File: src/imgproc_params.svh
// image processor constants
`ifndef IMGPROC_PARAMS_SVH
`define IMGPROC_PARAMS_SVH

// default frame geometry and excluded margin
`define IMG_W 640
`define IMG_H 480
`define IMG_BORDER 20
`define COORD_W 11

// red hue wraps around zero
`define RED_H_HI 170
`define RED_H_LO 25
`define RED_S_LO 149
`define RED_S_HI 232
`define RED_V_LO 125
// red upper value bound is inclusive
`define RED_V_HI 200

`define GREEN_H_LO 60
`define GREEN_H_HI 80
`define GREEN_S_LO 75
`define GREEN_S_HI 200
`define GREEN_V_LO 50
`define GREEN_V_HI 128

`define BLUE_H_LO 90
`define BLUE_H_HI 120
`define BLUE_S_LO 76
`define BLUE_S_HI 195
`define BLUE_V_LO 25
`define BLUE_V_HI 128

// report cadence and message buffer
`define MSG_INTERVAL 3
`define MSG_WORDS 9
`define MSG_FIFO_DEPTH 16
`define IMGPROC_ID 32'h1234EEE2

`endif
File: src/bus_pkg.sv
// register port and report types
`default_nettype none

package bus_pkg;

	// register map of the slave port
	typedef enum logic [2:0] {
		csr_status = 3'd0,
		csr_msg    = 3'd1,
		csr_id     = 3'd2
	} csr_addr_e;

	// report words, three per colour
	typedef enum logic [3:0] {
		msg_idle,
		msg_red_id,
		msg_red_tl,
		msg_red_br,
		msg_green_id,
		msg_green_tl,
		msg_green_br,
		msg_blue_id,
		msg_blue_tl,
		msg_blue_br
	} msg_state_e;

	// one host access, valid for a single cycle
	typedef struct packed {
		logic        chipselect;
		logic        read;
		logic        write;
		csr_addr_e   address;
		logic [31:0] writedata;
	} csr_req_t;

endpackage

`default_nettype wire

File: src/csr_slave.sv
// memory-mapped register port
`timescale 1ns/1ps
`default_nettype none

`include "imgproc_params.svh"

module csr_slave (
	input  logic                                    clk,
	input  logic                                    reset_n,
	input  bus_pkg::csr_req_t                       req,
	input  logic                             [31:0] fifo_head,
	input  logic [$clog2(`MSG_FIFO_DEPTH + 1)-1:0] fifo_count,
	output logic                                    pop,
	output logic                                    flush,
	output logic                             [31:0] s_readdata
);

	logic rd;
	logic wr;

	assign rd = req.chipselect && req.read;
	assign wr = req.chipselect && req.write;

	// msg read takes the head and advances on the same edge
	assign pop = rd && req.address == bus_pkg::csr_msg;
	// status bit 4 write empties the FIFO
	assign flush = wr && req.address == bus_pkg::csr_status && req.writedata[4];

	//////////////////////////////
	// read data
	// status layout
	// 15:8 words waiting in the FIFO
	// 4 flush on write
	always_ff @(posedge clk) begin
		if (!reset_n) begin
			s_readdata <= '0;
		end else if (rd) begin
			case (req.address)
				bus_pkg::csr_status: s_readdata <= {16'h0, 8'(fifo_count), 8'h0};
				bus_pkg::csr_msg:    s_readdata <= fifo_head;
				bus_pkg::csr_id:     s_readdata <= `IMGPROC_ID;
				default:             s_readdata <= '0;
			endcase
		end
	end

endmodule

`default_nettype wire

File: config.mk
export PLATFORM = sky130hd
export DESIGN_NAME = csr_slave
export DESIGN_NICKNAME = d
export VERILOG_FILES = /design/src/bus_pkg.sv /design/src/csr_slave.sv
export VERILOG_INCLUDE_DIRS = /design/src /design/src/src
export SDC_FILE = /design/constraint.sdc
export NUM_CORES = 1
export LEC_CHECK = 0
export BUFFER_PORTS_ARGS = -buffer_cell sky130_fd_sc_hd__buf_2
export CAP_MARGIN = 0
export CORE_MARGIN = 5
export CORE_UTILIZATION = 32
export DETAILED_ROUTE_END_ITERATION = 6
export PLACE_DENSITY = 0.75
export SLEW_MARGIN = 20
export SYNTH_ARGS = -nofsm -noshare
export SYNTH_HDL_FRONTEND = slang
export SYNTH_SLANG_ARGS = --single-unit
File: constraint.sdc
create_clock -name clk -period 1.2 [get_ports clk]
set_clock_uncertainty 0.05 [all_clocks]
set_input_delay 0.06 -clock clk [delete_from_list [all_inputs] [get_ports clk]]
set_output_delay 0.06 -clock clk [all_outputs]
set_load 0.05 [all_outputs]
==> results.yml <==
yosys:
  synth_nets: 171
  ys_seq_area_share_pct: 55.7
  synthArstFlopShare_pct: 0
  yosysMostFrequentCell: "dfxtp_1"
  ys_top_cells_by_count: "32 x dfxtp_1, 15 x a22o_1, 12 x a221o_1, 5 x buf_2"
  synth_area_mm2: 0.00115
  ys_types: 22
  synth_seq_cells: 32
  synth_area_per_cell_um2: 12.2
  yosysWarnings: 0
  synth-main-ff-cell: "dfxtp_1"
  synth-edff-count: 0
  synth_top_area_share_pct: 55.7
  synth.area.top_cells: "dfxtp_1 56%, a22o_1 11%, a221o_1 10%"
  synth_top_area_cell: "dfxtp_1"
  synthCells: 94
critical_path:
  cp_cell_sequence: "buf_2"
  crit_type: "flop to output pin"
  critPathArrivalTime_ps: 960
  worstPathRequired_ps: 1090
  critPathLaunchType: "flop"
  path_delay_family: "flip-flops"
  critPathSlowestCell: "dfxtp_1"
  cp_slowest_stage_delay_ps: 360
  crit_path_end_kind: "output pin"
  critPathMaxFanout: 2
  path_buf_inv: 1
die:
  die_area_mm2: 0.00490
  initial_core_util_pct: 33.7
  io_pins: 111
  die_w_um: 70.0
  rows: 21
  die_h_um: 70.0
  core_area_mm2: 0.00342
global_routing:
  grt_pass1_vias: 1321
  grt_pass1_wl_um: 6290
  grt.overflow.total: 0
  track_usage_pct: 16.2
  grt_max_degree: 28
  antenna_found_initial: 0
cells_and_area:
  antenna_cells: 0
  utilization_pct: 58.5
  final_nets: 285
  seq_area_um2: 641
  drive_above_1_share_pct: 47.4
  fillCellCount: 313
  syn2layout_area_growth_pct: 73.6
  regMostFlops: "s_readdata"
  largest_register_ffs: 32
  multi_input_area_um2: 465
  top_regs: "s_readdata x32"
clock_network:
  clk_latency_ps: 320
  post_cts_buffers: 0
  numCtsBuffers: 5
  cts_tree: "built"
  h-tree-depth: 2
  cts.sinks: 32
  clockBufferDepth: 2
  clk_pin_slew_ps: 100
  root_buffer: "clkbuf_4"
  cts_resized: 0
placed_design:
  hpwl_um: 2440
  gp_congestion: 0.699
  portBuffers: 79
pwr:
  power_leakage_uw: 0.000987
  finalPower_uw: 2240
  power_density_mw_per_mm2: 1120
  vdd_drop_max_mv: 0.562
outcome:
  status: "complete, no violations"
sta:
  relSlewSlack_pct: 69.1
  tns_ps: 0
  finalCritPeriodShare_pct: 89.1
  period_minus_slack_ps: 1070
  slew_violations: 0
  worst_pin_slew_ps: 463
  grt_setup_unrepaired: "false"
  fmax_mhz: 935
  setup_viol: 0
  hold_violations: 0
drt:
  wl_per_cell_um: 15.3
  antenna_left: 0
  wirelength_um: 3890
  firstDrtPassIters: 6
  drc: 0
  drt_iter0_drc: 34
  vias_per_cell: 4.97
  route.vias.total: 1268
worst_hold_path:
  hp-class: "input pin to flop"
flow_run:
  cap_violations: 0
-- per-stage QoR --
| stage | setup slack [ps] | hold slack (ps) | cells | area [um2] |
|---|---|---|---|---|
| global route | 53.6 | 11.7 | 255 | 2000 |
| finish | 131 | 22.4 | 255 | 2000 |
| detailed placement | -44.8 | 233 | 218 | 1630 |
| floorplan | -131 | 143 | 94 | 1170 |
| CTS | 130 | 3.23 | 254 | 1990 |
| global placement | -54.6 | 227 | 218 | 1630 |
-- path summary, 6_finish.rpt --
path                                                  start                           to  slack, ps  cells after the start
worst min register to register  s_readdata[12]$_SDFFE_PN0P_  s_readdata[12]$_SDFFE_PN0P_        420                      2
worst max-delay path            s_readdata[14]$_SDFFE_PN0P_               s_readdata[14]        130                      1
worst max register to register  s_readdata[14]$_SDFFE_PN0P_  s_readdata[14]$_SDFFE_PN0P_        370                      1
worst min-delay path                          fifo_head[11]  s_readdata[11]$_SDFFE_PN0P_         20                      3
-- kinds of logic after synthesis --
| group | synth area share (%) |
|---|---|
| flops | 55.7 |
| compound gates | 28.0 |
| mux | 1.74 |
| simple gates | 9.67 |
| buf+inv | 4.89 |
-- per-layer routing --
| layer | track usage (%) | wire length, um | up-vias |
|---|---|---|---|
| met5 | 0 | 0 | - |
| met4 | 5.53 | 106 | 0 |
| met3 | 5.60 | 214 | 12 |
| met2 | 30.6 | 2160 | 52 |
| met1 | 16.3 | 1410 | 603 |
| li1 | - | - | 601 |
-- final cells by class --
class,count,share of cell area (%)
timing repair buffer,116,37.9
multi-input combinational,53,23.3
clock inverter,2,1.75
clock buffer,6,2.07
tap,46,2.88
sequential,32,32.1
-- power by group --
group | internal [uW] | switching, uW
clock network | 437 | 349
logic | 184 | 181
registers | 1080 | 10.7
-- placed cells by master, fill, tap and decap left out, types with 2 or more instances in the layout --
cell type and count:
a221o_1 12, mux2i_1 2, dlygate4sd3_1 29, buf_2 79
a21boi_0 2, buf_4 7, a22o_1 15, a32o_1 3
or4_1 2, nand2_1 3, o2bb2ai_1 3, nor2_1 3
clkbuf_4 5, dfxtp_1 32
-- timing repair --
item / CTS / global route
hold buffers: 28 / 1
endpoints found under the hold margin: 28 / 1
endpoints found under the setup margin: 0 / 0
(Power assumes the default switching activity.)
