## src/imgproc_params.svh

```systemverilog
// image processor constants
`ifndef IMGPROC_PARAMS_SVH
`define IMGPROC_PARAMS_SVH

// default frame geometry and excluded margin
`define IMG_W 640
`define IMG_H 480
`define IMG_BORDER 20
`define COORD_W 11

// red hue wraps around zero
`define RED_H_HI 170
`define RED_H_LO 25
`define RED_S_LO 149
`define RED_S_HI 232
`define RED_V_LO 125
// red upper value bound is inclusive
`define RED_V_HI 200

`define GREEN_H_LO 60
`define GREEN_H_HI 80
`define GREEN_S_LO 75
`define GREEN_S_HI 200
`define GREEN_V_LO 50
`define GREEN_V_HI 128

`define BLUE_H_LO 90
`define BLUE_H_HI 120
`define BLUE_S_LO 76
`define BLUE_S_HI 195
`define BLUE_V_LO 25
`define BLUE_V_HI 128

// report cadence and message buffer
`define MSG_INTERVAL 3
`define MSG_WORDS 9
`define MSG_FIFO_DEPTH 16
`define IMGPROC_ID 32'h1234EEE2

`endif
```

## src/vision_pkg.sv

```systemverilog
// video stream types
`default_nettype none

`include "imgproc_params.svh"

package vision_pkg;

	// one 24-bit rgb pixel, red in the top byte
	typedef struct packed {
		logic [7:0] red;
		logic [7:0] green;
		logic [7:0] blue;
	} pixel_t;

	// pixel with its packet framing
	typedef struct packed {
		pixel_t pix;
		logic   sop;
		logic   eop;
	} pixel_beat_t;

	// 8-bit hue (degrees halved), saturation and value
	typedef struct packed {
		logic [7:0] h;
		logic [7:0] s;
		logic [7:0] v;
	} hsv_t;

	typedef enum logic [1:0] {
		col_none  = 2'd0,
		col_red   = 2'd1,
		col_green = 2'd2,
		col_blue  = 2'd3
	} colour_e;

	typedef struct packed {
		logic [`COORD_W-1:0] x;
		logic [`COORD_W-1:0] y;
	} coord_t;

	// bounding box corners
	typedef struct packed {
		coord_t min;
		coord_t max;
	} box_t;

	// classifier result handed to the box tracker
	typedef struct packed {
		colour_e colour;
		coord_t  coord;
		logic    sop;
		logic    eop;
		logic    video;
	} classified_t;

endpackage

`default_nettype wire

```

## src/box_tracker.sv

```systemverilog
// per-colour bounding boxes
`timescale 1ns/1ps
`default_nettype none

`include "imgproc_params.svh"

module box_tracker #(
	parameter int img_w = `IMG_W,
	parameter int img_h = `IMG_H
) (
	input  logic                          clk,
	input  logic                          reset_n,
	input  vision_pkg::classified_t       class_in,
	input  logic                          class_valid,
	output vision_pkg::box_t        [2:0] boxes,
	output logic                          frame_done
);

	// running boxes, index 0 red, 1 green, 2 blue
	vision_pkg::box_t [2:0] acc;
	vision_pkg::box_t [2:0] acc_next;
	vision_pkg::coord_t pos;
	logic [1:0] idx;
	logic frame_end;

	assign pos = class_in.coord;
	assign idx = class_in.colour - 2'd1;
	// last pixel of a video frame
	assign frame_end = class_valid && class_in.eop && class_in.video;

	always_comb begin
		acc_next = acc;
		if (class_in.sop) begin
			// empty box, min at far corner and max at origin
			for (int i = 0; i < 3; i++) begin
				acc_next[i].min = '{x: `COORD_W'(img_w - 1), y: `COORD_W'(img_h - 1)};
				acc_next[i].max = '0;
			end
		end else if (class_in.colour != vision_pkg::col_none) begin
			if (pos.x < acc[idx].min.x) begin
				acc_next[idx].min.x = pos.x;
			end
			if (pos.y < acc[idx].min.y) begin
				acc_next[idx].min.y = pos.y;
			end
			if (pos.x > acc[idx].max.x) begin
				acc_next[idx].max.x = pos.x;
			end
			// rows arrive in order so the latest y is the bottom
			acc_next[idx].max.y = pos.y;
		end
	end

	always_ff @(posedge clk) begin
		if (class_valid) begin
			acc <= acc_next;
		end
	end

	// latched copy includes the eop pixel itself
	always_ff @(posedge clk) begin
		if (frame_end) begin
			boxes <= acc_next;
		end
	end

	always_ff @(posedge clk) begin
		if (!reset_n) begin
			frame_done <= 1'b0;
		end else begin
			frame_done <= frame_end;
		end
	end

endmodule

`default_nettype wire

```

## config.mk

```make
export PLATFORM = sky130hd
export DESIGN_NAME = box_tracker
export DESIGN_NICKNAME = d
export VERILOG_FILES = /design/src/vision_pkg.sv /design/src/box_tracker.sv
export VERILOG_INCLUDE_DIRS = /design/src /design/src/src
export SDC_FILE = /design/constraint.sdc
export NUM_CORES = 1
export LEC_CHECK = 0
export ABC_AREA = 1
export BUFFER_PORTS_ARGS = -buffer_cell sky130_fd_sc_hd__buf_4
export CAP_MARGIN = 20
export CORE_UTILIZATION = 55
export CTS_CLUSTER_SIZE = 12
export DETAILED_ROUTE_END_ITERATION = 7
export PLACE_DENSITY = 0.76
export SYNTH_ARGS = -nofsm -noshare
export SYNTH_HDL_FRONTEND = slang
export SYNTH_SLANG_ARGS = --single-unit
```

## constraint.sdc

```tcl
create_clock -name clk -period 5.2 [get_ports clk]
set_input_delay 1.04 -clock clk [delete_from_list [all_inputs] [get_ports clk]]
set_output_delay 1.04 -clock clk [all_outputs]
set_load 0.02 [all_outputs]
```

==> impl_results.md <==
- Routed len/inst: 18.6 microns
- Final Setup Violations: 0
- Pleak: 0.00645 uW
- Worst hold path class: flip-flop to flip-flop
- Cells after synthesis: 1312
- Avg Cell Area, Syn: 9.74 sq um
- RD Place Congestion: 0.880
- Initial core utilization: 56.3%
- Vias in the first global route: 9380
- Pre-antenna DRT Iters: 5
- Worst Path Required: 5.49 ns
- Main flop type after synthesis: edfxtp_1
- Synth top area share: 62.0%
- IO Count: 163
- Pins over their slew limit: 0
- Max FO, Critical Path: 42
- Final hold vios: 0
- Peak supply drop: 0.300 mV
- Crit path time final: 3.98 ns
- Hold-fix buffers at CTS: 0
- Area growth, synth to finish: 17.6%
- Core ar.: 22700 sq um
- Async SR Flop Fraction: 0%
- Gr ovfl total: 0
- Worst skew pair latency: 0.56 ns
- Slowest CP cell: ha_1
- WP buf/inv: 3
- Fmax achieved: 251 MHz
- Headroom to the max-slew limit: 29.8%
- Netlist cell types: 24
- Setup Fix Bufs, Post-CTS: 0
- Mapped Area: 12800 sq um
- Layout filler cell count: 1767
- Top cells by area, synth: edfxtp_1 (62%), nand2_1 (8.9%), nand3_1 (5.4%)
- Setup crit start kind: primary input
- Maximum root-to-sink buffer count: 3
- Worst-Margin Slew: 1.05 ns
- Status: finished clean
- WP data arrival: 4.27 ns
- Synth warn: 0
- DRC viols: 0
- Crit-path max cell delay: 0.57 ns
- Worst Skew: 0.0178 ns
- Critical Path Most Common Cell: nand2_1
- Crit path depth: 14
- # nets final: 1509
- ANT nets after route: 0
- Cell with the most instances after synthesis: nand2_1
- Max cap viols: 0
- R2r worst-path depth: 11
- Pin count of the biggest net entering global routing: 99
- Setup TNS Final: 0 ns
- Via density per instance: 5.78
- PD cells: 353 nW/um^2
- Initial drt markers: 1000
- Final WL: 32.5 mm
- #FFs+latches synth: 265
- Routed via count: 10.1k
- Fraction of layout cells with a size suffix above 1: 15.6%
- First-pass GRT wire length: 50.9 mm
- Number of synthesized flops with an enable pin: 264
- Root Buffer: clkbuf_16
- Setup crit end kind: flip-flop
- Crit path cell chain: buf_4, inv_1, ha_1, nor2_2, buf_4, a22oi_1, ha_1, nand2_1, nor4_2, nand2_4, nand2_4, nand2_1, nand2_1, nor2_1
- Part of the Yosys area used for sequential elements: 62.2%
- HPWL Detailed: 21.0 mm
- Row cnt: 55
- Post-route core utilization: 66.2%
- Syn_nets: 1377
- RSZ-0062 raised after global routing: no
- Post-cts repair resize count: 0
- Initial antenna violation count: 0
- CTS Sinks: 265
- Worst hold stages: 2
- Worst Setup Path Type: primary input to flip-flop
- Area leader, netlist: edfxtp_1
- CTS H-Tree Depth: 1
- TritonCTS clock tree: built
- Die W: 154 microns
- Total die area: 23900 sq um
- Tcrit/Tclk final: 76.5%
- Worst-path clk slew: 0.06 ns
- Crit path max-delay family: simple AND/OR/NAND/NOR gates
- Antenna diode count: 0
- PortBufs: 162
- Die Y: 154 microns
- Most frequent cells after synthesis: nand2_1 (303), edfxtp_1 (264), nand3_1 (138)
- Hold WS: 0.590 ns
- Total track usage: 27.5%
- Cts bufs inserted: 27
[cell usage in the layout, fill, tap and decap left out]
| master | n |
|---|---|
| nand2_1 | 303 |
| edfxtp_1 | 264 |
| buf_4 | 183 |
| nand3_1 | 138 |
| o21ai_0 | 133 |
| nor2_1 | 132 |
| inv_1 | 101 |
| a21oi_1 | 72 |
| ha_1 | 35 |
| clkbuf_16 | 27 |
| a22oi_1 | 17 |
| clkbuf_1 | 13 |
| o21ai_1 | 9 |
| nand4_1 | 9 |
| clkinv_1 | 5 |
| inv_2 | 4 |
| nor2_2 | 2 |
| nand2_2 | 2 |
| nand2_4 | 2 |
| bufinv_16 | 2 |
| and3_4 | 1 |
| and2_1 | 1 |
| clkinv_2 | 1 |
| nor4_2 | 1 |
| nor3b_1 | 1 |
| inv_16 | 1 |
| clkbuf_8 | 1 |
| dfxtp_1 | 1 |
| buf_12 | 1 |
[layer usage]
metal | up-vias | part of all wire (%) | routed length (microns) | track usage, %
met2 | 575 | 47 | 15100 | 42.7
met4 | 0 | 3.6 | 1170 | 10.5
met5 | - | 0 | 0 | 0
li1 | 4754 | - | - | -
met1 | 4706 | 40 | 13000 | 39.0
met3 | 70 | 9.7 | 3150 | 4.62
[layout make-up]
| cell class | count | area, sq um | area share, % |
|---|---|---|---|
| clock inverter | 6 | 91.3 | 0.607 |
| tap | 285 | 357 | 2.37 |
| inverter | 108 | 407 | 2.70 |
| timing repair buffer | 184 | 1390 | 9.27 |
| sequential | 265 | 7950 | 52.9 |
| multi-input combinational | 858 | 4100 | 27.3 |
| clock buffer | 41 | 738 | 4.91 |
[report_power, final]
| part | switching [uW] | internal [uW] |
|---|---|---|
| clock | 792 | 1080 |
| combinational | 562 | 270 |
| sequential | 68.7 | 2540 |
| total | 1420 | 3890 |
[sequential cells by signal (all words and copies together), names as in the netlist]
| name | cells |
|---|---|
| boxes | 132 |
| acc | 132 |
| frame_done | 1 |
[metrics by stage]
step                instances  area (sq um)  total power (uW)  setup slack [ns]
detailed placement       1700         14200              3470             0.733
finish                   1747         15000              5310              1.22
global placement         1700         14200              3450             0.904
floorplan                1312         12800              3190             0.552
CTS                      1747         15000              5320              1.28
global route             1747         15000              5530             0.849
[worst paths after layout]
path                     start          to  slack (ns)
hold reg to reg        acc[70]     acc[70]        0.59
setup / recovery  class_in[26]  boxes[115]        1.22
hold / removal         acc[70]     acc[70]        0.59
setup reg to reg       acc[76]  boxes[115]        2.42
[worst register-to-register path, delay by kind of cell (launching register included)]
kind,cells,cell delay [ns]
buffers and inverters,1,0.06
and+or+nand+nor,7,1.45
adders and majority gates,1,0.35
DFF,1,0.33
AOI/OAI and AO/OA,2,0.35
[kinds of logic (layout without fill, tap and decap cells)]
| kind of cell | after synthesis | count (layout) | share of synthesized area (%) |
|---|---|---|---|
| compound gates | 231 | 231 | 9.38 |
| fa+ha+maj | 35 | 35 | 3.43 |
| buf+inv | 189 | 339 | 5.81 |
| flops | 265 | 265 | 62.2 |
| simple gates | 592 | 592 | 19.2 |
Note: power is estimated with default switching activity, not from simulation.
