--- config.mk ---
export PLATFORM = sky130hd
export DESIGN_NAME = msg_fifo
export DESIGN_NICKNAME = d
export VERILOG_FILES = /design/src/msg_fifo.sv
export VERILOG_INCLUDE_DIRS = /design/src /design/src/src
export SDC_FILE = /design/constraint.sdc
export NUM_CORES = 1
export LEC_CHECK = 0
export BUFFER_PORTS_ARGS = -buffer_cell sky130_fd_sc_hd__buf_2
export CAP_MARGIN = 5
export CORE_MARGIN = 5
export CORE_UTILIZATION = 51
export DETAILED_ROUTE_END_ITERATION = 16
export MAX_ROUTING_LAYER = met4
export PLACE_DENSITY_LB_ADDON = 0.25
export SYNTH_ARGS = -nofsm -noshare
export SYNTH_HDL_FRONTEND = slang
export SYNTH_SLANG_ARGS = --single-unit
--- constraint.sdc ---
create_clock -name clk -period 10.6 [get_ports clk]
set_input_delay 3.18 -clock clk [delete_from_list [all_inputs] [get_ports clk]]
set_output_delay 3.18 -clock clk [all_outputs]
set_load 0.01 [all_outputs]
--- src/imgproc_params.svh ---
// image processor constants
`ifndef IMGPROC_PARAMS_SVH
`define IMGPROC_PARAMS_SVH

// default frame geometry and excluded margin
`define IMG_W 640
`define IMG_H 480
`define IMG_BORDER 20
`define COORD_W 11

// red hue wraps around zero
`define RED_H_HI 170
`define RED_H_LO 25
`define RED_S_LO 149
`define RED_S_HI 232
`define RED_V_LO 125
// red upper value bound is inclusive
`define RED_V_HI 200

`define GREEN_H_LO 60
`define GREEN_H_HI 80
`define GREEN_S_LO 75
`define GREEN_S_HI 200
`define GREEN_V_LO 50
`define GREEN_V_HI 128

`define BLUE_H_LO 90
`define BLUE_H_HI 120
`define BLUE_S_LO 76
`define BLUE_S_HI 195
`define BLUE_V_LO 25
`define BLUE_V_HI 128

// report cadence and message buffer
`define MSG_INTERVAL 3
`define MSG_WORDS 9
`define MSG_FIFO_DEPTH 16
`define IMGPROC_ID 32'h1234EEE2

`endif
--- src/msg_fifo.sv ---
// message FIFO
`timescale 1ns/1ps
`default_nettype none

`include "imgproc_params.svh"

module msg_fifo #(
	parameter int depth = `MSG_FIFO_DEPTH
) (
	input  logic                         clk,
	input  logic                         reset_n,
	input  logic                         push,
	input  logic                  [31:0] push_word,
	input  logic                         pop,
	input  logic                         flush,
	output logic                  [31:0] head,
	output logic [$clog2(depth + 1)-1:0] count
);

	localparam int ptr_w = $clog2(depth);

	logic [31:0] mem [depth];
	logic [ptr_w-1:0] wr_ptr;
	logic [ptr_w-1:0] rd_ptr;
	logic do_push;
	logic do_pop;

	// overflow and underflow requests are dropped
	assign do_push = push && count != depth;
	assign do_pop  = pop && count != 0;
	// show-ahead head word
	assign head = mem[rd_ptr];

	function automatic logic [ptr_w-1:0] next_ptr(input logic [ptr_w-1:0] p);
		return (p == ptr_w'(depth - 1)) ? '0 : p + 1'b1;
	endfunction

	always_ff @(posedge clk) begin
		if (do_push) begin
			mem[wr_ptr] <= push_word;
		end
	end

	always_ff @(posedge clk) begin
		if (!reset_n || flush) begin
			wr_ptr <= '0;
			rd_ptr <= '0;
			count  <= '0;
		end else begin
			if (do_push) begin
				wr_ptr <= next_ptr(wr_ptr);
			end
			if (do_pop) begin
				rd_ptr <= next_ptr(rd_ptr);
			end
			// push with pop leaves count unchanged
			if (do_push && !do_pop) begin
				count <= count + 1'b1;
			end else if (do_pop && !do_push) begin
				count <= count - 1'b1;
			end
		end
	end

endmodule

`default_nettype wire

==> summary.txt, run 1 <==
Drt
  – Via count: 9,289
  – Residual DRC: 0
  – Wire per inst: 26.8 um
  – ANT nets after route: 0
  – Drt initial violations: 911
  – TritonRoute pass-1 iters: 5
  – DR vias/cell: 5.99
  – Final WL: 41.6 mm

Power
  – Pwr Total: 4.42 mW
  – Worst vdd ir: 0.000129 V
  – PwrDens: 194 mW/mm^2
  – Leakage power: 7.14 nW

Synthesis
  – Top cells by count, synth: edfxtp_1 (512), mux4_2 (128), a22oi_1 (64)
  – Number of flops mapped to enable cells by yosys: 512
  – Syn Std Cell Area: 0.0201 mm^2
  – Largest cells by area after synthesis: edfxtp_1 (77%), mux4_2 (14%), a22oi_1 (2.4%)
  – Most frequent cell after synthesis: edfxtp_1
  – Yosys warns: 0
  – Share of the synthesized area in the top cell type: 76.7%
  – Synth Net Count: 941
  – Main flop type after synthesis: edfxtp_1
  – Post-synthesis sequential area ratio: 78.4%
  – #FFs+latches synth: 529
  – Synth unique cells: 41
  – Cell count after synthesis: 894
  – Post-synth top area cell: edfxtp_1
  – Avg Cell Area, Syn: 22.4 um^2
  – Ys async rst share: 0%

Timing
  – Final setup vio count: 0
  – Max-slew violations: 0
  – Post-layout minimum cycle time: 6710 ps
  – Endpoints failing hold: 0
  – Final worst slack: 3890 ps
  – Slew margin rel.: 23.4%
  – F_max: 0.149 GHz
  – Slew @ Worst Pin: 1150 ps
  – Total negative slack: 0 ps
  – Final period util: 63.3%
  – RSZ-0062 raised after global routing: false
  – Clk_skew: 23.9 ps

Global routing
  – Antenna violations before repair: 3
  – Vias in the first global route: 9,716
  – Global-route wire length before repair: 62.2 mm
  – GRT overflow: 0
  – All-Layer GR Usage: 19.8%
  – Largest net degree at the start of global routing: 84

Placement
  – Dpl ws: 4490 ps
  – Cells after DPL: 1,459
  – PortBufs: 73
  – Routability cong.: 0.740
  – Post-DP HPWL: 20.1 mm

CTS
  – CTS Hold Bufs: 0
  – Cts repair resizes: 0
  – Clk_lat worst skew: 600 ps
  – H-tree levels: 2
  – Clock Path Buffers: 3
  – Clk slew on worst S/H paths: 60 ps
  – Clk sink count: 529
  – CTS Buf Count: 52
  – Root buf cell: clkbuf_16
  – CTS tree: built
  – Setup Fix Bufs, Post-CTS: 0

Worst setup path
  – Setup slack on the worst flop-to-flop path: 7830 ps
  – Reg2reg start: count[3]
  – Worst path required time: 7420 ps
  – RR Endpoint: count[4]
  – FF-to-FF path depth: 9
  – Worst Path Max Fanout: 74
  – Critical Path AT: 3530 ps
  – Setup crit end kind: output port
  – Worst Path Class, Setup: flip-flop to output port
  – Crit path to: head[12]
  – CP startpoint kind: flip-flop

Die
  – Die span in x: 208 um
  – Site Rows: 72
  – # IOs: 74
  – Initial core utilization: 51.8%
  – DIE HEIGHT: 208 um
  – Core Region: 0.0387 mm^2
  – Die area: 0.0434 mm^2

Finish
  – Cell Count, Final, Fillers Out: 1,551
  – Fillers: 2,776
  – Layout area overhead: 13.6%
  – Fraction of layout cells with a size suffix above 1: 31.4%
  – Nets: 1,042

Flow run
  – # Max-Cap Violations: 0

Hold path
  – Hold crit path type: flip-flop to flip-flop

Outcome
  – Status: completed
[state kept, by name, indices dropped and copies added (netlist names), named ones only]
name / flops
mem: 512
wr_ptr: 4
count: 5
rd_ptr: 4
[cell type report]
class | instances | area (um^2) | share of cell area [%]
Tap cell | 518 | 648 | 2.85
Clock inverter | 28 | 274 | 1.20
Clock buffer | 61 | 1340 | 5.86
Timing Repair Buffer | 95 | 543 | 2.39
Inverter | 4 | 15.0 | 0.0659
Sequential cell | 529 | 15700 | 69.1
Multi-Input combinational cell | 313 | 4220 | 18.5
Antenna cell | 3 | 7.51 | 0.0330
[layer usage]
| layer | routed length, um | track usage (%) | vias to the layer above |
|---|---|---|---|
| met5 | 0 | - | - |
| met4 | 624 | 4.67 | 0 |
| met3 | 2760 | 3.34 | 53 |
| met2 | 20800 | 31.8 | 312 |
| met1 | 17400 | 27.3 | 4940 |
| li1 | - | - | 3984 |
[stage by stage]
stage | cell area [um^2] | utilization, % | hold WS (ps)
5_1_grt | 22800 | 58.8 | 560
3_5_place_dp | 21200 | 54.6 | 509
4_1_cts | 22800 | 58.8 | 520
3_3_place_gp | 21200 | 54.6 | 500
6_report | 22800 | 58.8 | 512
2_1_floorplan | 20100 | - | 472
[worst min path at each step]
stage,from,to,slack (ps),cells after the start
2_1_floorplan,rd_ptr[3],flip-flop,470,2
3_3_place_gp,rd_ptr[0],flip-flop,500,2
3_5_place_dp,rd_ptr[0],flip-flop,510,2
4_1_cts,rd_ptr[3],flip-flop,520,2
5_1_grt,rd_ptr[0],flip-flop,560,2
6_report,rd_ptr[0],flip-flop,510,2
[critical path, cell delays in order (launching register included)]
cell,delay [ps]
dfxtp_4,1100
buf_4,800
mux4_2,410
a22oi_1,260
nand2_1,130
buf_2,160
[cells in the final DEF, fill, tap and decap left out, types with 5 or more instances in the layout]
cell type,instances
nand2_1,38
dfxtp_1,15
clkinvlp_4,5
ha_1,9
buf_4,21
clkinv_2,9
clkinv_1,7
nor2_1,11
buf_2,73
edfxtp_1,512
clkbuf_16,52
mux4_2,128
a21oi_1,5
nor2_4,13
a22oi_1,64
clkbuf_1,9
[power by group]
group          total, mW  switching, mW  internal [mW]
Clock               1.76          0.761          0.998
Combinational      0.311          0.162          0.149
Sequential          2.35         0.0276           2.32
Total               4.42          0.951           3.47
[cell families (layout without fill, tap and decap cells)]
| logic type | count (synthesis) | after routing | share of synthesized area [%] |
|---|---|---|---|
| AO/OA/AOI/OAI | 83 | 83 | 3.12 |
| XOR/XNOR | 4 | 4 | 0.175 |
| adder cells (fa/ha/maj) | 10 | 10 | 0.661 |
| buffers and inverters | 52 | 188 | 1.23 |
| flip-flops | 529 | 529 | 78.4 |
| multiplexers | 132 | 132 | 14.6 |
| other | 0 | 3 | 0 |
| AND/OR/NAND/NOR | 84 | 84 | 1.86 |
(Power assumes the default switching activity.)
==> run 2: changes to the inputs <==
- clock period: 10.6 -> 6.66 ns (I/O delays scaled with it)
==> run 2 against run 1 <==
Combinational power rose by 63%. Worst hold slack improved by 7.9 ps. Global-route usage fell by 0.072 points. Highest routed layer unchanged. Largest power group unchanged. Final cell count rose by 0.39%. Critical path type unchanged. Cell area rose by 0.14%. Flip-flop and latch count did not move. Critical path depth did not move. Sequential power rose by 59%. Core utilization rose by 0.084 points. Sequential share of layout area fell by 0.098 points. First-iteration DRC count fell by 18%.
==> summary.txt, run 2 (synthesized netlist as in run 1, its figures left out) <==
Power
  – Leakage power: 7.18 nW (+0.44%)
  – Switching Power: 1.47 mW (+55%)
  – PwrDens: 306 mW/mm^2 (+58%)
  – Clk pwr share: 39.1% (-0.7 points)
  – Net Sw Frac: 21.1% (-0.38 points)
  – Internal Power: 5.50 mW (+59%)
  – Logic pwr share: 7.3% (+0.3 points)
  – Worst vdd ir: 0.000251 V (+95%)
  – Sequential share of power: 53.6% (+0.4 points)

Timing
  – Total negative slack: 0 ps (unchanged)
  – Slew margin rel.: 20.2% (-3.2 points)
  – Final period util: 76.2%
  – Final setup vio count: 0 (unchanged)
  – F_max: 0.197 GHz
  – Endpoints failing hold: 0 (unchanged)
  – Fin Hold WS: 520 ps (+7.88 ps)
  – Max-slew violations: 0 (unchanged)
  – Slew @ Worst Pin: 1190 ps (+42.2 ps)
  – Clk_skew: 13.6 ps (-10.3 ps)
  – RSZ-0062 raised after global routing: false
  – Post-layout minimum cycle time: 5070 ps

Worst setup path
  – Worst path max stage delay: 970 ps (-130 ps)
  – FF-to-FF path depth: 5 (-4)
  – Critical Path AT: 3070 ps (-460 ps)
  – RR Endpoint: mem[9][17]
  – Setup slack on the worst flop-to-flop path: 3750 ps (-4080 ps)
  – CP startpoint kind: flip-flop
  – Worst Path Max Fanout: 47 (-36%)
  – Worst path required time: 4660 ps (-2760 ps)
  – Worst Path Class, Setup: flip-flop to output port
  – Crit path to: head[17]
  – Reg2reg start: count[0]
  – Cells along the critical path: buf_4, mux4_2, a22oi_1, nand2_1, buf_2
  – Setup crit end kind: output port
  – Slowest cell on crit path: dfxtp_4

Global routing
  – Gr busiest metal: met2
  – Antenna violations before repair: 3 (unchanged)
  – Met2 GRT Util: 31.1% (-0.70 points)
  – GR Util met1: 27.8% (+0.42 points)
  – GRT overflow: 0 (unchanged)
  – Largest net degree at the start of global routing: 64 (-24%)
  – Vias in the first global route: 9,706 (-0.10%)
  – GRT met3 Usage: 3.51% (+0.17 points)
  – Global-route wire length before repair: 62.3 mm (+0.17%)
  – All-Layer GR Usage: 19.8% (-0.072 points)

Hold path
  – Hold crit path type: flip-flop to flip-flop
  – Hold_sp: rd_ptr[0]

Drt
  – ANT nets after route: 0 (unchanged)
  – Wire per inst: 26.4 um (-1.5%)
  – Via count: 9,396 (+1.2%)
  – Residual DRC: 0 (unchanged)
  – Final WL: 41.1 mm (-1.1%)
  – DR vias/cell: 6.03 (+0.76%)
  – TritonRoute pass-1 iters: 5 (unchanged)
  – Drt initial violations: 743 (-18%)

Placement
  – Cells after DPL: 1,465 (+0.41%)
  – Area post-placement: 0.0212 mm^2 (+0.39%)
  – Post-DP HPWL: 21.9 mm (+9.1%)
  – Routability cong.: 0.739 (-0.19%)
  – PortBufs: 73 (unchanged)

Die
  – # IOs: 74 (unchanged)
  – Die span in x: 208 um (unchanged)
  – Core Region: 0.0387 mm^2 (unchanged)
  – Die area: 0.0434 mm^2 (unchanged)
  – DIE HEIGHT: 208 um (unchanged)
  – Site Rows: 72 (unchanged)
  – Initial core utilization: 51.8% (unchanged)

CTS
  – Setup Fix Bufs, Post-CTS: 0 (unchanged)
  – Clk sink count: 529 (unchanged)
  – CTS tree: built
  – CTS Buf Count: 52 (unchanged)
  – Clock Path Buffers: 3 (unchanged)
  – Cts repair resizes: 0 (unchanged)
  – CTS Hold Bufs: 0 (unchanged)
  – H-tree levels: 2 (unchanged)
  – Clk slew on worst S/H paths: 60 ps (about the same)
  – Root buf cell: clkbuf_16
  – Clk_lat worst skew: 590 ps (about the same)

Outcome
  – Status: completed

Finish
  – Fraction of layout cells with a size suffix above 1: 31.0% (-0.37 points)
  – Max reg flops: 512 (unchanged)
  – Cell Count, Final, Fillers Out: 1,557 (+0.39%)
  – Nets: 1,048 (+0.58%)
  – Largest Register: mem
  – Biggest regs: mem (512), count (5)
  – Final instance area: 0.0228 mm^2 (+0.14%)
  – Final core occ: 58.9% (+0.084 points)
  – Commonest non-fill, non-tap cells in the layout: edfxtp_1 (512), mux4_2 (128), buf_2 (73)
  – Layout area overhead: 13.7%
  – Most common cell after layout, fill and taps aside: edfxtp_1

Flow run
  – # Max-Cap Violations: 0 (unchanged)
==> run 2: changes by cell type in the layout (fill, tap and decap cells not counted), sizes merged <==
cell | previous run | this run
buf | 95 | 101
clkinv | 17 | 20
bufinv | 4 | 3
clkinvlp | 5 | 0
clkbuf | 61 | 64
==> run 2: worst min path at each step <==
stage,endpoint,slack (ps),cells after the start
3_3_place_gp,flip-flop,500,2
6_report,flip-flop,520,2
2_1_floorplan,flip-flop,470,2
3_5_place_dp,flip-flop,510,2
4_1_cts,flip-flop,520,2
5_1_grt,flip-flop,550,2
==> run 2: routing by layer <==
layer | vias to the layer above | part of all wire [%] | wire length, um
met4 | 0 | 1.5 | 602
met5 | - | 0 | 0
li1 | 3999 | - | -
met2 | 299 | 50 | 20700
met1 | 5050 | 42 | 17300
met3 | 48 | 6.2 | 2550
==> run 2: critical path: cells and delay by family (launching register included) <==
kind | cells | cell delay (ps)
DFF | 1 | 970
buffers and inverters | 2 | 580
and+or+nand+nor | 1 | 140
muxes | 1 | 530
AOI/OAI and AO/OA | 1 | 240
==> run 2: power groups by stage <==
| stage | clock network [mW] | logic, mW | registers (mW) |
|---|---|---|---|
| after floorplan | 0 | 0.367 | 3.79 |
| after global placement | 0 | 0.507 | 3.81 |
| after detailed placement | 0 | 0.514 | 3.81 |
| after CTS | 2.77 | 0.516 | 3.74 |
| after global routing | 2.91 | 0.554 | 3.75 |
| final | 2.73 | 0.506 | 3.74 |
==> run 2: final cells by class <==
class	count	area [um^2]
antenna	3	7.51
clock buffer	64	1370
clock inverter	25	191
fill	2808	15900
inverter	4	15.0
multi-input combinational	313	4220
sequential	529	15700
tap	518	648
timing repair buffer	101	626
==> run 2: stage by stage <==
step           setup WS [ps]  power, mW
2_1_floorplan           1660       4.15
3_3_place_gp            2120       4.32
3_5_place_dp            2110       4.33
4_1_cts                 1470       7.03
5_1_grt                 1310       7.21
6_report                1590       6.97
