<file path="config.mk">
export PLATFORM = sky130hd
export DESIGN_NAME = frame_scan
export DESIGN_NICKNAME = d
export VERILOG_FILES = /design/src/vision_pkg.sv /design/src/frame_scan.sv
export VERILOG_INCLUDE_DIRS = /design/src /design/src/src
export SDC_FILE = /design/constraint.sdc
export NUM_CORES = 1
export LEC_CHECK = 0
export BUFFER_PORTS_ARGS = -buffer_cell sky130_fd_sc_hd__clkbuf_2
export CAP_MARGIN = 40
export CORE_MARGIN = 5
export CORE_UTILIZATION = 25
export DETAILED_ROUTE_END_ITERATION = 12
export GPL_TIMING_DRIVEN = 0
export PLACE_DENSITY = 0.48
export REMOVE_ABC_BUFFERS = 1
export SLEW_MARGIN = 0
export SYNTH_ARGS = -nofsm -noshare
export SYNTH_HDL_FRONTEND = slang
export SYNTH_SLANG_ARGS = --single-unit
</file>
<file path="constraint.sdc">
create_clock -name clk -period 3.3 [get_ports clk]
set_input_delay 0.165 -clock clk [delete_from_list [all_inputs] [get_ports clk]]
set_output_delay 0.165 -clock clk [all_outputs]
set_load 0.03 [all_outputs]
</file>
<file path="src/imgproc_params.svh">
// image processor constants
`ifndef IMGPROC_PARAMS_SVH
`define IMGPROC_PARAMS_SVH

// default frame geometry and excluded margin
`define IMG_W 640
`define IMG_H 480
`define IMG_BORDER 20
`define COORD_W 11

// red hue wraps around zero
`define RED_H_HI 170
`define RED_H_LO 25
`define RED_S_LO 149
`define RED_S_HI 232
`define RED_V_LO 125
// red upper value bound is inclusive
`define RED_V_HI 200

`define GREEN_H_LO 60
`define GREEN_H_HI 80
`define GREEN_S_LO 75
`define GREEN_S_HI 200
`define GREEN_V_LO 50
`define GREEN_V_HI 128

`define BLUE_H_LO 90
`define BLUE_H_HI 120
`define BLUE_S_LO 76
`define BLUE_S_HI 195
`define BLUE_V_LO 25
`define BLUE_V_HI 128

// report cadence and message buffer
`define MSG_INTERVAL 3
`define MSG_WORDS 9
`define MSG_FIFO_DEPTH 16
`define IMGPROC_ID 32'h1234EEE2

`endif
</file>
<file path="src/vision_pkg.sv">
// video stream types
`default_nettype none

`include "imgproc_params.svh"

package vision_pkg;

	// one 24-bit rgb pixel, red in the top byte
	typedef struct packed {
		logic [7:0] red;
		logic [7:0] green;
		logic [7:0] blue;
	} pixel_t;

	// pixel with its packet framing
	typedef struct packed {
		pixel_t pix;
		logic   sop;
		logic   eop;
	} pixel_beat_t;

	// 8-bit hue (degrees halved), saturation and value
	typedef struct packed {
		logic [7:0] h;
		logic [7:0] s;
		logic [7:0] v;
	} hsv_t;

	typedef enum logic [1:0] {
		col_none  = 2'd0,
		col_red   = 2'd1,
		col_green = 2'd2,
		col_blue  = 2'd3
	} colour_e;

	typedef struct packed {
		logic [`COORD_W-1:0] x;
		logic [`COORD_W-1:0] y;
	} coord_t;

	// bounding box corners
	typedef struct packed {
		coord_t min;
		coord_t max;
	} box_t;

	// classifier result handed to the box tracker
	typedef struct packed {
		colour_e colour;
		coord_t  coord;
		logic    sop;
		logic    eop;
		logic    video;
	} classified_t;

endpackage

`default_nettype wire

</file>
<file path="src/frame_scan.sv">
// pixel coordinate counter
`timescale 1ns/1ps
`default_nettype none

`include "imgproc_params.svh"

module frame_scan #(
	parameter int img_w = `IMG_W
) (
	input  logic                    clk,
	input  logic                    reset_n,
	input  vision_pkg::pixel_beat_t in_beat,
	input  logic                    in_valid,
	output vision_pkg::coord_t      coord,
	output logic                    video
);

	// coord holds the position the next pixel will take
	always_ff @(posedge clk) begin
		if (!reset_n) begin
			coord <= '0;
			video <= 1'b0;
		end else if (in_valid) begin
			if (in_beat.sop) begin
				// descriptor word, new packet starts at the origin
				coord <= '0;
				// blue low nibble zero marks a video packet
				video <= (in_beat.pix.blue[3:0] == 4'h0);
			end else if (coord.x == `COORD_W'(img_w - 1)) begin
				// end of line
				coord.x <= '0;
				coord.y <= coord.y + 1'b1;
			end else begin
				coord.x <= coord.x + 1'b1;
			end
		end
	end

endmodule

`default_nettype wire

</file>
==> results of run 1 <==
## stage by stage
| step | power (mW) | area, um2 |
|---|---|---|
| 5_1_grt | 0.521 | 1400 |
| 3_3_place_gp | 0.319 | 1360 |
| 6_report | 0.490 | 1400 |
| 3_5_place_dp | 0.320 | 1360 |
| 2_1_floorplan | 0.305 | 1140 |
| 4_1_cts | 0.498 | 1400 |
## layout make-up
type,instances,share of cell area (%)
tap,52,4.63
sequential,23,32.8
multi-input combinational,111,48.3
inverter,1,0.267
clock buffer,3,2.94
clock inverter,1,0.357
timing repair buffer,30,10.7
## worst max-delay path, cell delays in order (launching register included)
cell       delay [ns]
dfxtp_1          0.42
nand4_1          0.42
nor4_1           0.85
o2111ai_1        0.19
and3b_1          0.22
## logic make-up after synthesis
family | share of synthesized area (%)
simple gates | 33.0
compound gates | 14.6
buf+inv | 2.57
xor+xnor | 7.50
mux | 0.857
fa+ha+maj | 2.14
flops | 39.4
## registers in the layout (all words and copies together), names as in the netlist
name / cells
video: 1
coord: 22
## cell usage in the layout, fill, tap and decap left out
cell type,synthesis,final
a211o_1,1,1
a211oi_1,1,1
a21boi_0,2,2
a21o_1,2,2
a21oi_1,2,2
a31oi_1,6,6
a32oi_1,1,1
and3_1,2,2
and3_2,1,1
and3b_1,1,1
clkbuf_2,0,30
clkbuf_8,0,3
clkinv_2,0,1
dfxtp_1,23,23
ha_1,2,2
inv_1,1,1
mux2i_1,1,1
nand2_1,14,14
nand2b_1,3,3
nand3_1,12,12
nand4_1,6,6
nand4bb_1,1,1
nor2_1,14,14
nor2b_1,3,3
nor3_1,8,8
nor4_1,5,5
o2111ai_1,1,1
o211ai_1,2,2
o21a_1,1,1
o21ai_0,2,2
o21bai_1,1,1
o2bb2a_1,1,1
o311ai_0,1,1
or3_1,2,2
or4_1,1,1
or4b_4,1,1
xnor2_1,7,7
xor2_1,3,3
## routing by layer
| layer | track usage [%] | up-vias |
|---|---|---|
| met5 | 0 | - |
| met4 | 1.57 | 0 |
| met2 | 17.2 | 40 |
| met3 | 3.32 | 2 |
| met1 | 14.5 | 524 |
| li1 | - | 573 |
## power groups by stage
stage	clock, mW	sequential, mW	combinational (mW)
floorplan	0	0.291	0.0136
global placement	0	0.288	0.0307
detailed placement	0	0.288	0.0316
CTS	0.185	0.281	0.0317
global route	0.205	0.282	0.0346
finish	0.177	0.281	0.0312
## how the worst max path moves through the flow
stage                         start       end  slack [ns]
after detailed placement   in_valid  coord[6]        1.02
after CTS                 coord[13]  coord[6]        1.04
after floorplan           coord[20]  coord[3]        1.17
after global placement     in_valid  coord[6]        1.08
final                     coord[13]  coord[6]        1.10
after global routing      coord[13]  coord[6]        0.82
==> out/metrics.csv, run 1 <==
metric;value;unit
synth_cell_types;38;
slew_violations;0;
finalSetupTns;0;ns
wirelength_met1;1480;um
max-vdd-ir-drop;0.249;mV
cts_tree;built;
layout_setup_ws;1.10;ns
synth_top_area_share;39.4;%
path_class;reg2reg;
track_usage;10.7;%
wl_met2;1360;um
ant_nets;0;
hp-class;in2reg;
drv_cap;0;
grt_overflow;0;
synthToLayoutAreaGrowth;20.1;%
drc;0;
clkLatencyLatePin;0.26;ns
highest_layer;met4;
via_per_inst;5.15;
synthTopCellsByArea;dfxtp_1 39%, xnor2_1 5.2%, nand3_1 5.1%;
timing.rr.end;coord[6];
r2r_slack;1.10;ns
r2r_cells;4;
pwr-share-seq;57.4;%
synth_cells;140;
postCtsHoldBufs;0;
swShare;23.7;%
ff_latch_area;460;um2
netlist_area;1170;um2
fillerInstances;493;
finClkSkew;0.00190;ns
avgSynthCellArea;8.35;um2
layout.cells.non_filler;221;
worstPathRequired;3.47;ns
io_pins;52;
synthFlopType;dfxtp_1;
io_buffers;30;
holdWs;0.185;ns
row_count;24;
max_freq;0.455;GHz
post-route-util;31.6;%
grt_pass1_wl;5370;um
drt_first_pass_iters;4;
start_kind;register;
ys_seq_area_share;39.4;%
cts_resized;0;
dp_hpwl;2310;um
pre_cts_ws;1.02;ns
coreArea;4440;um2
rsz0062_at_grt;no;
fp.dieW;78.4;um
yosys-top-cells-count;23 x dfxtp_1, 14 x nand2_1, 14 x nor2_1, 12 x nand3_1, 8 x nor3_1;
drive_gt1_share;21.3;%
gp_congestion;0.848;
p_comb_share;6.4;%
clk_pin_slew;0.08;ns
timing.rr.start;coord[13];
period_share;66.6;%
cts_root_buf;clkbuf_8;
finalSetupViolCount;0;
p_leak;0.524;nW
min_to;video;
worst_pin_slew;0.819;ns
ys_ff_latch;23;
start_util;26.3;%
worstPathMaxFanout;12;
hold_violations;0;
cellPowerDensity;349;nW/um2
cts_setup_buffers;0;
vias;1139;
timing.slew.headroom;44.9;%
yosysMostFrequentCell;dfxtp_1;
die_h;78.4;um
grt_pass1_vias;1149;
synth_edf_count;0;
clkSinkCount;23;
hold_start;in_beat[4];
internal_power;374;uW
wl_per_cell;13.8;um
grt_max_degree;14;
yosys_warnings;0;
n_antenna_cell;0;
p_clk_share;36.2;%
cp.arrival;2.36;ns
switching_power;116;uW
status;completed;
met3_length;206;um
crit_path_end_kind;register;
antenna_found_initial;0;
drt-total-wl;3060;um
cts_max_level;1;
cts_buffer_depth;2;
numCtsBuffers;3;
multi_input_area;678;um2
final_nets;201;
yosysTopAreaCell;dfxtp_1;
place_inst;217;
synth-async-reset-ratio;0;%
hold_depth;4;
drt_iter0_markers;50;
dieArea;6140;um2
period_needed;2.20;ns
No activity file was read; power rests on OpenSTA's default activity.
==> run 2: changes to the inputs <==
PLACE_DENSITY = 0.49   (was 0.48)
clock period = 1.94 ns   (was 3.3 ns; I/O delays follow)
==> out/metrics.csv, run 2 (synthesized netlist as in run 1, its figures left out) <==
metric;value;unit
status;completed;
track_usage;11.1;%
fp.dieW;78.4;um
cellPowerDensity;567;nW/um2
vias;1190;
crit_path_end_kind;register;
synthToLayoutAreaGrowth;26.1;%
grt_pass1_vias;1164;
pre_cts_ws;-0.299;ns
drt_first_pass_iters;4;
finClkSkew;0.00319;ns
drive_gt1_share;27.2;%
crit_chain;or4b_4 > or3_4 > or4_1 > nand3_1;
die_h;78.4;um
grt_overflow;0;
ant_nets;0;
grt_max_degree;13;
clkLatencyLatePin;0.27;ns
cp_top_family;simple AND/OR/NAND/NOR gates;
row_count;24;
dieArea;6140;um2
via_per_inst;5.29;
ff_latch_area;468;um2
wl_per_cell;14.4;um
drt-total-wl;3250;um
period_needed;1.86;ns
layout_common_cells;30 x clkbuf_2, 19 x dfxtp_1, 14 x nand2_1, 14 x nor2_1, 11 x nand3_1;
rsz0062_at_grt;no;
timing.slew.headroom;63.4;%
antenna_found_initial;0;
hold_violations;0;
worstPathMaxFanout;5;
grt_pass1_wl;5550;um
start_kind;register;
internal_power;639;uW
gp_congestion;0.834;
period_share;95.8;%
cts_tree;built;
io_pins;52;
r2r_slack;0.08;ns
place_area;1360;um2
switching_power;197;uW
drt_iter0_markers;27;
reg_top3;coord (22), video (1);
drc;0;
finalSetupViolCount;0;
pwr-share-seq;57.2;%
coreArea;4440;um2
finalSetupTns;0;ns
worst_pin_slew;0.548;ns
max_stage_delay;0.56;ns
p_clk_share;36.4;%
p_leak;0.542;nW
io_buffers;30;
multi_input_area;719;um2
final_area;1470;um2
swShare;23.5;%
numCtsBuffers;3;
cp_slowest_cell;or4b_4;
postCtsHoldBufs;0;
drv_cap;0;
p_comb_share;6.4;%
regMostFlops;coord;
slew_violations;0;
fillerInstances;497;
clk_pin_slew;0.08;ns
max_freq;0.538;GHz
hp-class;in2reg;
clkSinkCount;23;
cts_max_level;1;
final_common_cell;clkbuf_2;
cp.arrival;2.07;ns
cts_buffer_depth;2;
layout_setup_ws;0.0814;ns
largest_register_ffs;22;
dp_hpwl;2300;um
worstPathRequired;2.16;ns
start_util;26.3;%
max-vdd-ir-drop;0.389;mV
crit_buf_inv;0;
final_nets;205;
cts_root_buf;clkbuf_8;
path_class;reg2reg;
n_antenna_cell;0;
-- run 2: stage by stage --
step           hold WS [ns]  power, mW  util, %  instances
4_1_cts               0.111      0.849     32.9        225
6_report              0.115      0.835     33.2        225
3_3_place_gp          0.395      0.542     30.5        217
3_5_place_dp          0.402      0.544     30.5        217
2_1_floorplan         0.215      0.518        -        135
5_1_grt               0.140      0.876     33.2        225
-- run 2: power groups by stage --
stage	combinational [mW]	sequential (mW)	clock (mW)
floorplan	0.0231	0.495	0
global placement	0.0522	0.490	0
detailed placement	0.0535	0.490	0
CTS	0.0537	0.478	0.318
global route	0.0592	0.479	0.338
finish	0.0531	0.478	0.304
-- run 2: layout make-up --
type	instances	area share, %
multi-input combinational	112	48.8
sequential	23	31.7
timing repair buffer	33	11.7
tap	52	4.41
clock buffer	4	3.06
inverter	1	0.255
-- run 2: routing by layer --
layer | GRT usage, % | part of all wire [%]
met4 | 1.57 | 0.49
met1 | 14.6 | 48
met5 | 0 | 0
met2 | 18.2 | 44
met3 | 3.66 | 7.1
-- run 2: worst register-to-register path: cells and delay by family (launching register included) --
kind,cells,cell delay (ns)
and+or+nand+nor,4,1.46
DFF,1,0.35
-- run 2: path summary, 6_finish.rpt --
kind              depth (start not counted)       end        from
setup / recovery                          4  coord[3]   coord[18]
hold / removal                            4     video  in_beat[4]
setup reg to reg                          4  coord[3]   coord[18]
hold reg to reg                           2     video       video
-- run 2: what timing repair did --
action | CTS | global route
buffers inserted | 3 | 0
pin swaps | 4 | 0
endpoints found under the setup margin | 16 | 5
gates resized for setup | 9 | 3
cloned | 1 | 0
==> run 3: changes to the inputs <==
PLACE_DENSITY = 0.47   (was 0.49)
==> out/metrics.csv, run 3 (synthesized netlist as in run 1, its figures left out) <==
metric;value;unit
numCtsBuffers;3;
status;completed;
grt_pass1_wl;5690;um
dp_hpwl;2340;um
track_usage;11.3;%
drv_cap;0;
slew_violations;0;
via_per_inst;5.30;
n_antenna_cell;0;
cp_top_family;simple AND/OR/NAND/NOR gates;
grt_overflow;0;
place_inst;217;
drt_first_pass_iters;4;
row_count;24;
period_share;96.9;%
wl_per_cell;14.1;um
path_class;reg2reg;
worst_pin_slew;0.605;ns
drt_iter0_markers;36;
post-route-util;33.7;%
die_h;78.4;um
cts_max_level;1;
finalSetupViolCount;0;
max_stage_delay;0.54;ns
period_needed;1.88;ns
rsz0062_at_grt;no;
fillerInstances;475;
cts_buffer_depth;2;
start_util;26.3;%
clkSinkCount;23;
largest_register_ffs;22;
p_clk_share;36.7;%
synthToLayoutAreaGrowth;28.2;%
start_kind;register;
switching_power;200;uW
cts_root_buf;clkbuf_8;
finClkSkew;0.00441;ns
timing.slew.headroom;59.6;%
final_nets;208;
finalSetupTns;0;ns
clkLatencyLatePin;0.27;ns
drt-total-wl;3210;um
cp.arrival;2.05;ns
regMostFlops;coord;
hold_violations;0;
final_area;1500;um2
final_common_cell;clkbuf_2;
drive_gt1_share;29.5;%
p_comb_share;6.4;%
grt_max_degree;13;
crit_buf_inv;1;
worstPathRequired;2.11;ns
crit_chain;or4b_4 > or3_4 > buf_4 > and3_2 > o21a_1;
max_freq;0.532;GHz
grt_pass1_vias;1254;
clk_pin_slew;0.09;ns
reg_top3;coord (22), video (1);
pwr-share-seq;56.9;%
dieArea;6140;um2
max-vdd-ir-drop;0.210;mV
layout_common_cells;30 x clkbuf_2, 19 x dfxtp_1, 14 x nand2_1, 14 x nor2_1, 11 x nand3_1;
swShare;23.9;%
p_leak;0.553;nW
cellPowerDensity;560;nW/um2
io_pins;52;
crit_path_end_kind;register;
worstPathMaxFanout;6;
hp-class;in2reg;
layout.cells.non_filler;228;
ant_nets;0;
cts_tree;built;
place_area;1360;um2
coreArea;4440;um2
io_buffers;30;
fp.dieW;78.4;um
antenna_found_initial;0;
gp_congestion;0.833;
vias;1209;
internal_power;638;uW
cp_slowest_cell;or4b_4;
drc;0;
-- run 3: cell count changes in the layout (fill, tap and decap cells not counted) --
cell,delta
buf_4,+3
a211oi_2,+1
ha_1,-1
buf_2,+1
or3_4,-1
ha_2,+1
o311ai_0,+1
a211oi_1,-1
o311ai_1,-1
-- run 3: timing repair --
action,in CTS,in global routing
setup buffers,7,0
endpoints found under the hold margin,0,0
endpoints found under the setup margin,16,7
resized for setup,8,6
hold buffers,0,0
pin swaps,4,1
-- run 3: final timing paths --
kind / cells after the start / from / slack, ns / endpoint
min reg2reg: 2 / video / 0.48 / video
max: 5 / coord[18] / 0.06 / coord[0]
max reg2reg: 5 / coord[18] / 0.06 / coord[0]
min: 4 / in_beat[4] / 0.12 / video
-- run 3: through the flow --
step | total power [mW] | setup WS (ns) | hold slack, ns
global placement | 0.542 | -0.276 | 0.392
detailed placement | 0.543 | -0.389 | 0.415
global route | 0.882 | 0.00440 | 0.123
finish | 0.839 | 0.0594 | 0.121
floorplan | 0.518 | -0.187 | 0.215
CTS | 0.849 | 0.0204 | 0.122
-- run 3: power groups by stage --
stage          registers [mW]  clock network [mW]  logic, mW
3_3_place_gp            0.489                   0     0.0526
5_1_grt                 0.478               0.343     0.0611
4_1_cts                 0.477               0.318     0.0537
2_1_floorplan           0.495                   0     0.0231
6_report                0.477               0.308     0.0535
3_5_place_dp            0.490                   0     0.0534
-- run 3: routing by layer --
layer | track usage [%] | share of wire (%) | vias to the layer above
met5 | 0 | 0 | -
met4 | 1.92 | 0.47 | 0
met3 | 3.32 | 6.4 | 4
met2 | 19.5 | 47 | 44
met1 | 14.0 | 46 | 567
li1 | - | - | 594
-- run 3: cell type report --
cell class / count / area, um2 / area share, %
multi-input cells: 111 / 716 / 47.8
flip-flops and latches: 23 / 468 / 31.2
repair buffers: 37 / 200 / 13.4
well taps: 52 / 65.1 / 4.34
clock buffers: 4 / 45.0 / 3.01
inverters: 1 / 3.75 / 0.251
-- run 3: worst register-to-register path, stage by stage (launching register included) --
cell,delay (ns)
dfxtp_4,0.35
or4b_4,0.54
or3_4,0.38
buf_4,0.15
and3_2,0.20
o21a_1,0.17
